File: src/axi_id_ser_pkg.sv
// AXI read ID serializer shared widths and AR/R channel payload structs
package axi_id_ser_pkg;

  // Default widths, passed down from the top level as module parameters
  localparam int unsigned slv_id_width    = 6;
  localparam int unsigned mst_id_width    = 2;
  // Lane count must not exceed 2**mst_id_width
  localparam int unsigned num_uniq_ids    = 4;
  localparam int unsigned max_txns_per_id = 4;
  localparam int unsigned addr_width      = 32;
  localparam int unsigned data_width      = 32;

  typedef logic [slv_id_width-1:0] slv_id_t;
  typedef logic [mst_id_width-1:0] mst_id_t;
  typedef logic [addr_width-1:0]   addr_t;
  typedef logic [data_width-1:0]   data_t;

  // AR payload at the slave port and on the lanes
  typedef struct packed {
    slv_id_t    id;
    addr_t      addr;
    logic [7:0] len;
    logic [2:0] size;
    logic [1:0] burst;
  } ar_chan_t;

  // R payload at the slave port and on the lanes
  typedef struct packed {
    slv_id_t    id;
    data_t      data;
    logic [1:0] resp;
    logic       last;
  } r_chan_t;

  // Narrow master port variants
  typedef struct packed {
    mst_id_t    id;
    addr_t      addr;
    logic [7:0] len;
    logic [2:0] size;
    logic [1:0] burst;
  } mst_ar_chan_t;

  typedef struct packed {
    mst_id_t    id;
    data_t      data;
    logic [1:0] resp;
    logic       last;
  } mst_r_chan_t;

endpackage

File: src/ar_lane_demux.sv
// AR lane demultiplexer with one spill stage, merges lane R beats back to the slave port
`timescale 1ns/1ps

module ar_lane_demux #(
  parameter int unsigned slv_id_width = axi_id_ser_pkg::slv_id_width,
  parameter int unsigned num_uniq_ids = axi_id_ser_pkg::num_uniq_ids,
  parameter int unsigned addr_width   = axi_id_ser_pkg::addr_width,
  parameter int unsigned data_width   = axi_id_ser_pkg::data_width
) (
  input  logic                                        clk_i,
  input  logic                                        rst_n_i,
  input  axi_id_ser_pkg::ar_chan_t                    slv_ar_i,
  input  logic                                        slv_ar_valid_i,
  output logic                                        slv_ar_ready_o,
  output axi_id_ser_pkg::r_chan_t                     slv_r_o,
  output logic                                        slv_r_valid_o,
  input  logic                                        slv_r_ready_i,
  output axi_id_ser_pkg::ar_chan_t [num_uniq_ids-1:0] lane_ar_o,
  output logic [num_uniq_ids-1:0]                     lane_ar_valid_o,
  input  logic [num_uniq_ids-1:0]                     lane_ar_ready_i,
  input  axi_id_ser_pkg::r_chan_t [num_uniq_ids-1:0]  lane_r_i,
  input  logic [num_uniq_ids-1:0]                     lane_r_valid_i,
  output logic [num_uniq_ids-1:0]                     lane_r_ready_o
);

  localparam int unsigned sel_width = (num_uniq_ids > 1) ? $clog2(num_uniq_ids) : 1;

  logic                    full_q;
  logic [sel_width-1:0]    sel_q;
  logic [sel_width-1:0]    sel_d;
  logic                    lane_hs;

  // Spill register payload
  logic [slv_id_width-1:0] id_q;
  logic [addr_width-1:0]   addr_q;
  logic [7:0]              len_q;
  logic [2:0]              size_q;
  logic [1:0]              burst_q;

  // Merged R beat
  logic [slv_id_width-1:0] r_id;
  logic [data_width-1:0]   r_data;
  logic [1:0]              r_resp;
  logic                    r_last;

  // Lane is the slave ID folded modulo the lane count
  assign sel_d = sel_width'(slv_ar_i.id[slv_id_width-1:0] % num_uniq_ids);

  assign lane_hs        = full_q && lane_ar_ready_i[sel_q];
  assign slv_ar_ready_o = !full_q || lane_hs;

  always_ff @(posedge clk_i or negedge rst_n_i) begin
    if (!rst_n_i) begin
      full_q <= 1'b0;
      sel_q  <= '0;
    end else if (slv_ar_ready_o) begin
      full_q <= slv_ar_valid_i;
      if (slv_ar_valid_i) begin
        sel_q <= sel_d;
      end
    end
  end

  always_ff @(posedge clk_i) begin
    if (slv_ar_valid_i && slv_ar_ready_o) begin
      id_q    <= slv_ar_i.id[slv_id_width-1:0];
      addr_q  <= slv_ar_i.addr[addr_width-1:0];
      len_q   <= slv_ar_i.len;
      size_q  <= slv_ar_i.size;
      burst_q <= slv_ar_i.burst;
    end
  end

  // Same payload on every lane, only the selected lane sees valid
  always_comb begin
    for (int unsigned i = 0; i < num_uniq_ids; i++) begin
      lane_ar_o[i].id    = id_q;
      lane_ar_o[i].addr  = addr_q;
      lane_ar_o[i].len   = len_q;
      lane_ar_o[i].size  = size_q;
      lane_ar_o[i].burst = burst_q;
      lane_ar_valid_o[i] = full_q && (sel_q == sel_width'(i));
    end
  end

  // The mux forwards one master R at a time, so at most one lane is valid
  always_comb begin
    r_id          = '0;
    r_data        = '0;
    r_resp        = '0;
    r_last        = 1'b0;
    slv_r_valid_o = 1'b0;
    for (int unsigned i = 0; i < num_uniq_ids; i++) begin
      if (lane_r_valid_i[i]) begin
        r_id          = r_id | lane_r_i[i].id[slv_id_width-1:0];
        r_data        = r_data | lane_r_i[i].data[data_width-1:0];
        r_resp        = r_resp | lane_r_i[i].resp;
        r_last        = r_last | lane_r_i[i].last;
        slv_r_valid_o = 1'b1;
      end
    end
  end

  assign slv_r_o.id   = r_id;
  assign slv_r_o.data = r_data;
  assign slv_r_o.resp = r_resp;
  assign slv_r_o.last = r_last;

  assign lane_r_ready_o = {num_uniq_ids{slv_r_ready_i}};

endmodule

File: src/ar_id_serializer.sv
// Per-lane ID serializer, issues ARs on ID zero and restores the original IDs on R
`timescale 1ns/1ps

module ar_id_serializer #(
  parameter int unsigned max_txns_per_id = axi_id_ser_pkg::max_txns_per_id
) (
  input  logic                     clk_i,
  input  logic                     rst_n_i,
  input  axi_id_ser_pkg::ar_chan_t in_ar_i,
  input  logic                     in_ar_valid_i,
  output logic                     in_ar_ready_o,
  output axi_id_ser_pkg::r_chan_t  in_r_o,
  output logic                     in_r_valid_o,
  input  logic                     in_r_ready_i,
  output axi_id_ser_pkg::ar_chan_t out_ar_o,
  output logic                     out_ar_valid_o,
  input  logic                     out_ar_ready_i,
  input  axi_id_ser_pkg::r_chan_t  out_r_i,
  input  logic                     out_r_valid_i,
  output logic                     out_r_ready_o
);

  localparam int unsigned ptr_width = (max_txns_per_id > 1) ? $clog2(max_txns_per_id) : 1;
  localparam int unsigned cnt_width = $clog2(max_txns_per_id + 1);
  localparam logic [ptr_width-1:0] last_ptr = ptr_width'(max_txns_per_id - 1);
  localparam logic [cnt_width-1:0] max_cnt  = cnt_width'(max_txns_per_id);

  // Original slave IDs in issue order
  axi_id_ser_pkg::slv_id_t id_mem [max_txns_per_id];

  logic [ptr_width-1:0] wr_ptr_q;
  logic [ptr_width-1:0] rd_ptr_q;
  logic [cnt_width-1:0] count_q;
  logic                 full;
  logic                 push;
  logic                 pop;

  assign full = (count_q == max_cnt);

  // AR path, blocked only while this lane's queue is full
  always_comb begin
    out_ar_o       = in_ar_i;
    out_ar_o.id    = '0;
    out_ar_valid_o = in_ar_valid_i && !full;
    in_ar_ready_o  = out_ar_ready_i && !full;
  end

  // R path, the head of the queue names the burst in flight
  always_comb begin
    in_r_o        = out_r_i;
    in_r_o.id     = id_mem[rd_ptr_q];
    in_r_valid_o  = out_r_valid_i;
    out_r_ready_o = in_r_ready_i;
  end

  assign push = out_ar_valid_o && out_ar_ready_i;
  assign pop  = out_r_valid_i && in_r_ready_i && out_r_i.last;

  always_ff @(posedge clk_i) begin
    if (push) begin
      id_mem[wr_ptr_q] <= in_ar_i.id;
    end
  end

  always_ff @(posedge clk_i or negedge rst_n_i) begin
    if (!rst_n_i) begin
      wr_ptr_q <= '0;
      rd_ptr_q <= '0;
      count_q  <= '0;
    end else begin
      if (push) begin
        wr_ptr_q <= (wr_ptr_q == last_ptr) ? '0 : wr_ptr_q + 1'b1;
      end
      if (pop) begin
        rd_ptr_q <= (rd_ptr_q == last_ptr) ? '0 : rd_ptr_q + 1'b1;
      end
      case ({push, pop})
        2'b10:   count_q <= count_q + 1'b1;
        2'b01:   count_q <= count_q - 1'b1;
        default: count_q <= count_q;
      endcase
    end
  end

endmodule

File: src/ar_lane_mux.sv
// Round-robin AR lane multiplexer, lane index becomes the master ID and steers R back
`timescale 1ns/1ps

module ar_lane_mux #(
  parameter int unsigned num_uniq_ids = axi_id_ser_pkg::num_uniq_ids,
  parameter int unsigned mst_id_width = axi_id_ser_pkg::mst_id_width
) (
  input  logic                                        clk_i,
  input  logic                                        rst_n_i,
  input  axi_id_ser_pkg::ar_chan_t [num_uniq_ids-1:0] lane_ar_i,
  input  logic [num_uniq_ids-1:0]                     lane_ar_valid_i,
  output logic [num_uniq_ids-1:0]                     lane_ar_ready_o,
  output axi_id_ser_pkg::r_chan_t [num_uniq_ids-1:0]  lane_r_o,
  output logic [num_uniq_ids-1:0]                     lane_r_valid_o,
  input  logic [num_uniq_ids-1:0]                     lane_r_ready_i,
  output axi_id_ser_pkg::mst_ar_chan_t                mst_ar_o,
  output logic                                        mst_ar_valid_o,
  input  logic                                        mst_ar_ready_i,
  input  axi_id_ser_pkg::mst_r_chan_t                 mst_r_i,
  input  logic                                        mst_r_valid_i,
  output logic                                        mst_r_ready_o
);

  localparam int unsigned idx_width = (num_uniq_ids > 1) ? $clog2(num_uniq_ids) : 1;
  localparam logic [idx_width-1:0] last_idx = idx_width'(num_uniq_ids - 1);

  logic [idx_width-1:0]    ptr_q;
  logic [idx_width-1:0]    grant_idx;
  logic                    grant_valid;
  logic [mst_id_width-1:0] grant_id;
  logic [mst_id_width-1:0] r_sel;

  // First valid lane at or after the pointer
  always_comb begin
    int unsigned idx;
    grant_valid = 1'b0;
    grant_idx   = ptr_q;
    for (int unsigned k = 0; k < num_uniq_ids; k++) begin
      idx = (32'(ptr_q) + k) % num_uniq_ids;
      if (!grant_valid && lane_ar_valid_i[idx]) begin
        grant_valid = 1'b1;
        grant_idx   = idx_width'(idx);
      end
    end
  end

  // Park on a pending grant so its payload stays stable, step past it on transfer
  always_ff @(posedge clk_i or negedge rst_n_i) begin
    if (!rst_n_i) begin
      ptr_q <= '0;
    end else if (grant_valid) begin
      if (mst_ar_ready_i) begin
        ptr_q <= (grant_idx == last_idx) ? '0 : grant_idx + 1'b1;
      end else begin
        ptr_q <= grant_idx;
      end
    end
  end

  assign grant_id = mst_id_width'(grant_idx);

  always_comb begin
    mst_ar_o.id    = grant_id;
    mst_ar_o.addr  = lane_ar_i[grant_idx].addr;
    mst_ar_o.len   = lane_ar_i[grant_idx].len;
    mst_ar_o.size  = lane_ar_i[grant_idx].size;
    mst_ar_o.burst = lane_ar_i[grant_idx].burst;
    mst_ar_valid_o = grant_valid;
    for (int unsigned i = 0; i < num_uniq_ids; i++) begin
      lane_ar_ready_o[i] = grant_valid && mst_ar_ready_i && (grant_idx == idx_width'(i));
    end
  end

  // R beats go back to the lane named by the master ID
  assign r_sel = mst_r_i.id;

  always_comb begin
    mst_r_ready_o = 1'b0;
    for (int unsigned i = 0; i < num_uniq_ids; i++) begin
      lane_r_o[i].id    = '0;
      lane_r_o[i].data  = mst_r_i.data;
      lane_r_o[i].resp  = mst_r_i.resp;
      lane_r_o[i].last  = mst_r_i.last;
      lane_r_valid_o[i] = mst_r_valid_i && (r_sel == mst_id_width'(i));
      if (r_sel == mst_id_width'(i)) begin
        mst_r_ready_o = lane_r_ready_i[i];
      end
    end
  end

endmodule

File: src/axi_id_serialize_rd.sv
// Read-side AXI ID serializer top, demux into per-lane serializers and merge onto the master port
`timescale 1ns/1ps

module axi_id_serialize_rd #(
  parameter int unsigned slv_id_width    = axi_id_ser_pkg::slv_id_width,
  parameter int unsigned mst_id_width    = axi_id_ser_pkg::mst_id_width,
  parameter int unsigned num_uniq_ids    = axi_id_ser_pkg::num_uniq_ids,
  parameter int unsigned max_txns_per_id = axi_id_ser_pkg::max_txns_per_id,
  parameter int unsigned addr_width      = axi_id_ser_pkg::addr_width,
  parameter int unsigned data_width      = axi_id_ser_pkg::data_width
) (
  input  logic                         clk_i,
  input  logic                         rst_n_i,
  input  axi_id_ser_pkg::ar_chan_t     slv_ar_i,
  input  logic                         slv_ar_valid_i,
  output logic                         slv_ar_ready_o,
  output axi_id_ser_pkg::r_chan_t      slv_r_o,
  output logic                         slv_r_valid_o,
  input  logic                         slv_r_ready_i,
  output axi_id_ser_pkg::mst_ar_chan_t mst_ar_o,
  output logic                         mst_ar_valid_o,
  input  logic                         mst_ar_ready_i,
  input  axi_id_ser_pkg::mst_r_chan_t  mst_r_i,
  input  logic                         mst_r_valid_i,
  output logic                         mst_r_ready_o
);

  // Demux to serializers
  axi_id_ser_pkg::ar_chan_t [num_uniq_ids-1:0] demux_ar;
  logic [num_uniq_ids-1:0]                     demux_ar_valid;
  logic [num_uniq_ids-1:0]                     demux_ar_ready;
  axi_id_ser_pkg::r_chan_t [num_uniq_ids-1:0]  demux_r;
  logic [num_uniq_ids-1:0]                     demux_r_valid;
  logic [num_uniq_ids-1:0]                     demux_r_ready;

  // Serializers to mux
  axi_id_ser_pkg::ar_chan_t [num_uniq_ids-1:0] ser_ar;
  logic [num_uniq_ids-1:0]                     ser_ar_valid;
  logic [num_uniq_ids-1:0]                     ser_ar_ready;
  axi_id_ser_pkg::r_chan_t [num_uniq_ids-1:0]  ser_r;
  logic [num_uniq_ids-1:0]                     ser_r_valid;
  logic [num_uniq_ids-1:0]                     ser_r_ready;

  ar_lane_demux #(
    .slv_id_width ( slv_id_width ),
    .num_uniq_ids ( num_uniq_ids ),
    .addr_width   ( addr_width   ),
    .data_width   ( data_width   )
  ) ar_lane_demux_i (
    .clk_i           ( clk_i          ),
    .rst_n_i         ( rst_n_i        ),
    .slv_ar_i        ( slv_ar_i       ),
    .slv_ar_valid_i  ( slv_ar_valid_i ),
    .slv_ar_ready_o  ( slv_ar_ready_o ),
    .slv_r_o         ( slv_r_o        ),
    .slv_r_valid_o   ( slv_r_valid_o  ),
    .slv_r_ready_i   ( slv_r_ready_i  ),
    .lane_ar_o       ( demux_ar       ),
    .lane_ar_valid_o ( demux_ar_valid ),
    .lane_ar_ready_i ( demux_ar_ready ),
    .lane_r_i        ( demux_r        ),
    .lane_r_valid_i  ( demux_r_valid  ),
    .lane_r_ready_o  ( demux_r_ready  )
  );

  for (genvar i = 0; i < num_uniq_ids; i++) begin : gen_lanes
    ar_id_serializer #(
      .max_txns_per_id ( max_txns_per_id )
    ) ar_id_serializer_i (
      .clk_i          ( clk_i             ),
      .rst_n_i        ( rst_n_i           ),
      .in_ar_i        ( demux_ar[i]       ),
      .in_ar_valid_i  ( demux_ar_valid[i] ),
      .in_ar_ready_o  ( demux_ar_ready[i] ),
      .in_r_o         ( demux_r[i]        ),
      .in_r_valid_o   ( demux_r_valid[i]  ),
      .in_r_ready_i   ( demux_r_ready[i]  ),
      .out_ar_o       ( ser_ar[i]         ),
      .out_ar_valid_o ( ser_ar_valid[i]   ),
      .out_ar_ready_i ( ser_ar_ready[i]   ),
      .out_r_i        ( ser_r[i]          ),
      .out_r_valid_i  ( ser_r_valid[i]    ),
      .out_r_ready_o  ( ser_r_ready[i]    )
    );
  end

  ar_lane_mux #(
    .num_uniq_ids ( num_uniq_ids ),
    .mst_id_width ( mst_id_width )
  ) ar_lane_mux_i (
    .clk_i           ( clk_i          ),
    .rst_n_i         ( rst_n_i        ),
    .lane_ar_i       ( ser_ar         ),
    .lane_ar_valid_i ( ser_ar_valid   ),
    .lane_ar_ready_o ( ser_ar_ready   ),
    .lane_r_o        ( ser_r          ),
    .lane_r_valid_o  ( ser_r_valid    ),
    .lane_r_ready_i  ( ser_r_ready    ),
    .mst_ar_o        ( mst_ar_o       ),
    .mst_ar_valid_o  ( mst_ar_valid_o ),
    .mst_ar_ready_i  ( mst_ar_ready_i ),
    .mst_r_i         ( mst_r_i        ),
    .mst_r_valid_i   ( mst_r_valid_i  ),
    .mst_r_ready_o   ( mst_r_ready_o  )
  );

endmodule

File: config.mk
export PLATFORM = sky130hd
export DESIGN_NAME = axi_id_serialize_rd
export DESIGN_NICKNAME = d
export VERILOG_FILES = /design/src/axi_id_ser_pkg.sv /design/src/ar_lane_demux.sv /design/src/ar_id_serializer.sv /design/src/ar_lane_mux.sv /design/src/axi_id_serialize_rd.sv
export SDC_FILE = /design/constraint.sdc
export NUM_CORES = 1
export LEC_CHECK = 0
export ABC_AREA = 0
export BUFFER_PORTS_ARGS = -buffer_cell sky130_fd_sc_hd__clkbuf_2
export CAP_MARGIN = 40
export CORE_MARGIN = 4
export CORE_UTILIZATION = 47
export DETAILED_ROUTE_END_ITERATION = 7
export HOLD_SLACK_MARGIN = 0.08
export PLACE_DENSITY = 0.77
export SETUP_SLACK_MARGIN = 0.2
export SKIP_LAST_GASP = 1
export SYNTH_ARGS = -nofsm -noshare
export SYNTH_HDL_FRONTEND = slang
export SYNTH_SLANG_ARGS = --single-unit
File: constraint.sdc
create_clock -name clk_i -period 6 [get_ports clk_i]
set_input_delay 0.6 -clock clk_i [delete_from_list [all_inputs] [get_ports clk_i]]
set_output_delay 0.6 -clock clk_i [all_outputs]
set_load 0.01 [all_outputs]
Word-level counts from Yosys, hierarchy flattened
Memories as Yosys holds them, arrays and structs flattened.
Cells that the tools add are included.
{ "word_totals": {"ff_bits": 84, "inputBits": 94, "out_inout_bits": 92, "mem_bits_rw": 96, "memories": 4, "elab_cells": 211} }
{ "classes": {"add_sub_neg": 20, "n_reduce_logical": 55, "n_eq_ne": 29, "n_lt_le_gt_ge": 6, "bitwise_logic": 12, "muxes": 65} }
{ "memory_table": {"columns": ["memory", "words", "width", "rd", "rd_ports_with_merged_regs", "write_ports", "line_no", "rtl"], "rows": [
  ["gen_lanes[0].ar_id_serializer_i.id_mem", 4, 6, 1, 0, 1, "ar_id_serializer.sv:29", "axi_id_ser_pkg::slv_id_t id_mem [max_txns_per_id];"],
  ["gen_lanes[1].ar_id_serializer_i.id_mem", 4, 6, 1, 0, 1, "ar_id_serializer.sv:29", null],
  ["gen_lanes[2].ar_id_serializer_i.id_mem", 4, 6, 1, 0, 1, "ar_id_serializer.sv:29", null],
  ["gen_lanes[3].ar_id_serializer_i.id_mem", 4, 6, 1, 0, 1, "ar_id_serializer.sv:29", null]
]} }
{ "ops": {"columns": ["operator", "n"], "rows": [
  ["32-bit 2-to-1 mux", 4],
  ["51-bit binary-select mux with 2-bit select", 1],
  ["32-bit bitwise OR", 3],
  ["45-bit 2-to-1 mux", 1],
  ["1-bit logical AND", 38],
  ["2-bit equality test (second input constant)", 18],
  ["2-bit 2-to-1 mux", 17],
  ["1-bit 2-to-1 mux", 29],
  ["6-bit 2-to-1 mux", 4],
  ["3-bit one-hot mux with 2 select lines", 4],
  ["2-bit by 1-bit adder with 2-bit output (second input constant)", 10],
  ["2-bit by 3-bit < comparator with 1-bit output (second input constant)", 6],
  ["6-bit bitwise OR", 3],
  ["2-bit by 1-bit equality test with 1-bit output (second input constant)", 7],
  ["3-bit by 1-bit adder with 3-bit output (second input constant)", 4],
  ["3-bit equality test (second input constant)", 4],
  ["3-bit by 1-bit subtractor with 3-bit output (second input constant)", 4],
  ["1-bit binary-select mux with 2-bit select", 5],
  ["1-bit zero test", 8],
  ["2-bit nonzero test", 4],
  ["2-bit zero test", 3],
  ["2-bit bitwise OR", 3],
  ["2-bit adder (second input constant)", 2],
  ["1-bit bitwise OR", 3],
  ["2 further kinds", 2]
]} }

Logic depth before layout (Yosys ltp)
{ "depth": {"word_depth": 23, "ltp_mapped": 14, "depth_no_buf": 13} }

Cells and area by module
From an unflattened synthesis, not the netlist that was laid out.
{ "unflattened": {"hier_cells": 1476, "hier_area_um2": 15155.8} }
{ "by_module_without_submodules": {"columns": ["module", "seq_area_each_um2", "cells_per_inst", "instances", "area_each_um2"], "rows": [
  ["ar_id_serializer (gen_lanes[0].ar_id_serializer_i ...)", 895.9, 160, 2, 2005.7],
  ["ar_id_serializer (gen_lanes[2].ar_id_serializer_i ...)", 895.9, 160, 2, 2001.9],
  ["ar_lane_demux", 1606.5, 375, 1, 3782.4],
  ["ar_lane_mux", 50.0, 461, 1, 3358.2]
]} }

Worst setup path after synthesis
OpenSTA, ideal clock, no wires.
{ "synth_timing": {"kind": "register -> register", "startpoint": "register ar_lane_demux_i.sel_q[1]", "endpoint": "register ar_lane_demux_i.addr_q[0], enable pin", "path_buffers": 1, "t_required_ps": 5523, "stages_incl_launch_ff": 11, "setup_time_ps": 477, "synth_period_minus_slack_ps": 4792, "slack_ps": 1208, "t_arrival_ps": 4316, "cell_sequence": "dfrtp_1 -> buf_6 -> nand3b_1 -> o22ai_1 -> nor2_1 -> a21oi_1 -> ha_1 -> nand4_1 -> o22ai_1 -> o21ai_2 -> a21oi_1"} }
{ "synth_via": {"elab_chain_len": 23, "word_cells_on_any_way": 51, "cone_classes": "eq/ne (6); mux (17); reduce/logical (28)"} }
{ "synth_lines": {"columns": ["element", "line_no", "rtl"], "rows": [
  ["from (decl)", "ar_lane_demux.sv:29", "logic [sel_width-1:0] sel_q;"],
  ["from (signal assigned)", "ar_lane_demux.sv:59", "sel_q <= sel_d;"],
  ["2-bit by 1-bit equality test with 1-bit output, or another cell as far along", "ar_lane_demux.sv:82", "lane_ar_valid_o[i] = full_q && (sel_q == sel_width'(i));"],
  ["1-bit logical AND", "ar_lane_demux.sv:82", null],
  ["1-bit logical AND", "ar_id_serializer.sv:44", "out_ar_valid_o = in_ar_valid_i && !full;"],
  ["1-bit binary-select mux with 2-bit select", "ar_lane_mux.sv:40", "if (!grant_valid && lane_ar_valid_i[idx]) begin"],
  ["1-bit 2-to-1 mux (not written as such)", "ar_lane_mux.sv:40", null],
  ["1-bit 2-to-1 mux", "ar_lane_mux.sv:40", null],
  ["1-bit zero test", "ar_lane_mux.sv:40", null],
  ["1-bit logical AND", "ar_lane_mux.sv:40", null],
  ["[... 7 more ...]", null, null],
  ["2-bit by 1-bit equality test with 1-bit output, or another cell as far along", "ar_lane_mux.sv:70", "lane_ar_ready_o[i] = grant_valid && mst_ar_ready_i && (grant_idx == idx_width'(i));"],
  ["1-bit logical AND", "ar_lane_mux.sv:70", null],
  ["1-bit logical AND", "ar_id_serializer.sv:45", "in_ar_ready_o = out_ar_ready_i && !full;"],
  ["1-bit binary-select mux with 2-bit select (*)", "ar_lane_demux.sv:49", "assign lane_hs = full_q && lane_ar_ready_i[sel_q];"],
  ["1-bit 2-to-1 mux (not written as such) (*)", "ar_lane_demux.sv:49", null],
  ["1-bit logical AND (*)", "ar_lane_demux.sv:49", null],
  ["1-bit logical OR (*)", "ar_lane_demux.sv:50", "assign slv_ar_ready_o = !full_q || lane_hs;"],
  ["1-bit logical AND (*)", "ar_lane_demux.sv:65", "if (slv_ar_valid_i && slv_ar_ready_o) begin"],
  ["to (signal assigned)", "ar_lane_demux.sv:67", "addr_q <= slv_ar_i.addr[addr_width-1:0];"],
  ["to (decl)", "ar_lane_demux.sv:35", "logic [addr_width-1:0] addr_q;"]
]} }
Mark *: on every way between the ends. The rest lies on a longest branch, timed or not. The select of a mux whose other input is x is not followed.
A chain may end at the register's enable or synchronous reset.

Worst setup path after layout
{ "layout_timing": {"startpoint": "register ar_lane_demux_i.full_q", "endpoint": "output slv_ar_ready_o"} }
{ "layout_via": {"elab_chain_len": 21, "word_cells_on_any_way": 47, "cone_classes": "eq/ne (3); mux (17); reduce/logical (27)"} }
{ "layout_lines": {"columns": ["element", "line_no", "rtl"], "rows": [
  ["from (decl)", "ar_lane_demux.sv:28", "logic full_q;"],
  ["from (signal assigned)", "ar_lane_demux.sv:57", "full_q <= slv_ar_valid_i;"],
  ["1-bit logical AND", "ar_lane_demux.sv:82", null],
  ["1-bit logical AND", "ar_id_serializer.sv:44", null],
  ["1-bit binary-select mux with 2-bit select", "ar_lane_mux.sv:40", null],
  ["1-bit 2-to-1 mux (not written as such)", "ar_lane_mux.sv:40", null],
  ["1-bit 2-to-1 mux", "ar_lane_mux.sv:40", null],
  ["1-bit zero test", "ar_lane_mux.sv:40", null],
  ["1-bit logical AND", "ar_lane_mux.sv:40", null],
  ["1-bit 2-to-1 mux", "ar_lane_mux.sv:40", null],
  ["[... 5 more ...]", null, null],
  ["2-bit 2-to-1 mux / 1-bit 2-to-1 mux (equally long branches)", "ar_lane_mux.sv:40", null],
  ["2-bit by 1-bit equality test with 1-bit output, or another cell as far along", "ar_lane_mux.sv:70", null],
  ["1-bit logical AND", "ar_lane_mux.sv:70", null],
  ["1-bit logical AND", "ar_id_serializer.sv:45", null],
  ["1-bit binary-select mux with 2-bit select", "ar_lane_demux.sv:49", null],
  ["1-bit 2-to-1 mux (not written as such)", "ar_lane_demux.sv:49", null],
  ["1-bit logical AND", "ar_lane_demux.sv:49", null],
  ["1-bit logical OR (*)", "ar_lane_demux.sv:50", null],
  ["to (decl)", "axi_id_serialize_rd.sv:16", "output logic slv_ar_ready_o,"]
]} }
Marks and branches as above.

==> flow_summary.yaml <==
status:
  status: "finished clean"
critical_path:
  cp_max_fo: 12
  critPathRequiredTime_ns: 5.40
  critPathArrivalTime_ns: 2.90
  start_kind: "flop"
  critPathKind: "flop to output port"
  end_kind: "output port"
clock_tree:
  hold_buffers: 1
  clockBufferDepth: 2
  cts_resized: 0
  root_buffer: "clkbuf_16"
  htree_levels: 4
  numCtsBuffers: 17
  cts_tree: "done"
  path_clk_slew_ns: 0.07
  clk_latency_ns: 0.42
  cts_setup_buffers: 0
  numClockSinks: 180
power_and_ir_drop:
  clkPwrFrac: 0.263
  p_int_mw: 2.831
  finalPower_mw: 4.136
  power_density_nw_per_um2: 442.5
  power_frac_seq: 0.473
  vdd_ir_drop_max_mv: 0.2639
  power_leakage_nw: 3.774
  comb_power_share: 0.264
  swShare: 0.3157
  power_switching_mw: 1.306
detailed_routing:
  routed_wl_um: 15000
  drc: 0
  dr.pass1.iters: 5
  vias: 4467
  drtIter0Drc: 150
  ant_nets: 0
  wl_per_cell_um: 17.24
  viasPerCell: 5.134
floorplan:
  io-pin-count: 186
  rows: 46
  die_height_um: 135.3
  die_x_um: 135.3
  die-area_sq_um: 18310
  start_util: 0.4795
  core-area_sq_um: 15890
timing:
  drv_slew: 0
  timing.fmax_mhz: 285.9
  tightest_slew_ns: 0.5939
  maxSlewHeadroom: 0.6041
  final-hold-violation-count: 0
  finClkSkew_ns: 0.007348
  setup_viol: 0
  min_period_over_period: 0.5830
  tns_ns: 0
  rsz0062_at_grt: "no"
  fin_crit_ns: 3.498
finish:
  area.growth.synth_to_final_pct: 22.73
  final_cells: 870
  final_cell_mix: "clkbuf_2 (185), edfxtp_1 (147), and2_1 (51)"
  diodes: 0
  layout_commonest_cell: "clkbuf_2"
  drive_above_1_share: 0.4021
  nets: 764
  nFillCells: 1212
logic_synthesis:
  yosysTopAreaCellShare: 0.5795
  syn_nets: 577
  synth_edf_count: 147
  synth_flop_cell: "edfxtp_1"
  synth_top_area_cell: "edfxtp_1"
  postSynthCellCount: 454
  async_reset_ff_frac: 0.1833
  avgSynthCellArea_sq_um: 16.78
  syn_area_sq_um: 7617
  synth_seq_cells: 180
  ys_seq_area_frac: 0.6879
  yosysWarnings: 0
  yosys-top-cells-area: "edfxtp_1 (58%), dfrtp_1 (11%), mux4_2 (7.1%)"
  ys_types: 40
place:
  portBuffers: 185
  post-place-cells: 837
  place_congestion: 0.7889
  hpwl_um: 11350
global_route:
  overflow: 0
  first_global_vias: 4715
  globalRouteTotalUtil: 0.1712
  antenna_found_initial: 0
  grt_max_degree: 50
  grt_pass1_wl_um: 24120
worst_hold_path:
  hold_path.class: "primary input to flop"
job:
  maxCapViolations: 0
-- final timing paths --
path                                                                   startpoint                                                      end  slack (ns)  cells past startpoint
hold reg to reg            gen_lanes[1].ar_id_serializer_i.count_q[2]$_DFFE_PN0P_   gen_lanes[1].ar_id_serializer_i.count_q[2]$_DFFE_PN0P_        0.46                      1
min in group asynchronous                                                 rst_n_i  gen_lanes[3].ar_id_serializer_i.rd_ptr_q[0]$_DFFE_PN0P_        0.50                      2
hold / removal                                                       slv_ar_i[13]                      ar_lane_demux_i.addr_q[0]$_DFFE_PP_        0.35                      1
setup reg to reg                               ar_lane_demux_i.full_q$_DFFE_PN0P_                     ar_lane_demux_i.addr_q[10]$_DFFE_PP_        2.70                     10
setup / recovery                               ar_lane_demux_i.full_q$_DFFE_PN0P_                                           slv_ar_ready_o        2.50                      9
max in group asynchronous                                                 rst_n_i  gen_lanes[1].ar_id_serializer_i.rd_ptr_q[0]$_DFFE_PN0P_        5.12                      3
-- registers in the layout (all words and copies together) (netlist names), 3 cells and up --
| register | cells |
|---|---|
| ar_lane_demux_i.addr_q | 32 |
| ar_lane_demux_i.id_q | 6 |
| ar_lane_demux_i.size_q | 3 |
| ar_lane_demux_i.len_q | 8 |
| gen_lanes.ar_id_serializer_i.wr_ptr_q | 8 |
| gen_lanes.ar_id_serializer_i.count_q | 12 |
| gen_lanes.ar_id_serializer_i.id_mem | 96 |
| gen_lanes.ar_id_serializer_i.rd_ptr_q | 8 |
-- final cells by class --
type	count	area (sq um)	share of cell area
well taps	216	270.3	0.02891
flip-flops and latches	180	5240	0.5605
multi-input cells	231	2207	0.2361
clock buffers	18	429.2	0.04590
repair buffers	188	963.4	0.1031
clock inverters	14	152.6	0.01633
inverters	23	86.33	0.009234
-- routing by layer --
metal | wire, um | GRT usage
met5 | 0 | 0
met4 | 178 | 0.04983
met3 | 1464 | 0.06204
met2 | 7459 | 0.2945
met1 | 5894 | 0.2030
-- worst max-delay path: stages, from the launching register on --
cell	delay, ns
dfrtp_1	0.58
or3b_4	0.46
o22ai_4	0.29
mux2i_1	0.14
ha_1	0.20
nand4_1	0.13
o22ai_1	0.18
o21ai_2	0.27
nand2_1	0.08
clkbuf_2	0.15
-- Yosys cell counts (3+ instances only) --
library cell,number
clkbuf_1,11
o21ai_0,8
buf_2,7
mux4_2,24
nand2_1,12
nor2_1,17
nor3b_2,5
ha_1,25
inv_1,23
and2_1,51
o22ai_1,8
xnor2_1,6
nor3_2,3
fa_1,4
nand3b_1,3
mux2_2,10
dfrtp_1,33
nand3_1,4
mux2i_1,15
xor2_1,6
a21oi_1,4
edfxtp_1,147
-- per-stage QoR --
| step | hold slack, ns | setup WS [ns] | utilization | instance area [sq um] |
|---|---|---|---|---|
| 2_1_floorplan | 0.3044 | 1.208 | - | 7617 |
| 3_3_place_gp | 0.4465 | 2.952 | 0.5500 | 8737 |
| 3_5_place_dp | 0.4003 | 2.721 | 0.5513 | 8757 |
| 4_1_cts | 0.3248 | 2.469 | 0.5885 | 9349 |
| 5_1_grt | 0.3237 | 2.212 | 0.5885 | 9349 |
| 6_report | 0.3466 | 2.502 | 0.5885 | 9349 |
-- cells by family (layout without fill, tap and decap cells) --
family	after synthesis	in the layout	share of synthesized area
fa+ha+maj	29	29	0.05158
compound gates	34	34	0.03187
flops	180	180	0.6879
buf+inv	43	243	0.02382
simple gates	105	105	0.08262
xor+xnor	12	12	0.01380
mux	51	51	0.1084
-- power by group through the flow --
stage	registers, mW	clock network, mW	logic [mW]
2_1_floorplan	1.89	0	0.811
4_1_cts	1.97	1.11	1.12
3_3_place_gp	1.96	0	1.04
5_1_grt	2.01	1.17	1.22
3_5_place_dp	1.99	0	1.11
6_report	1.96	1.09	1.09
Note: power is estimated with default switching activity, not from simulation.
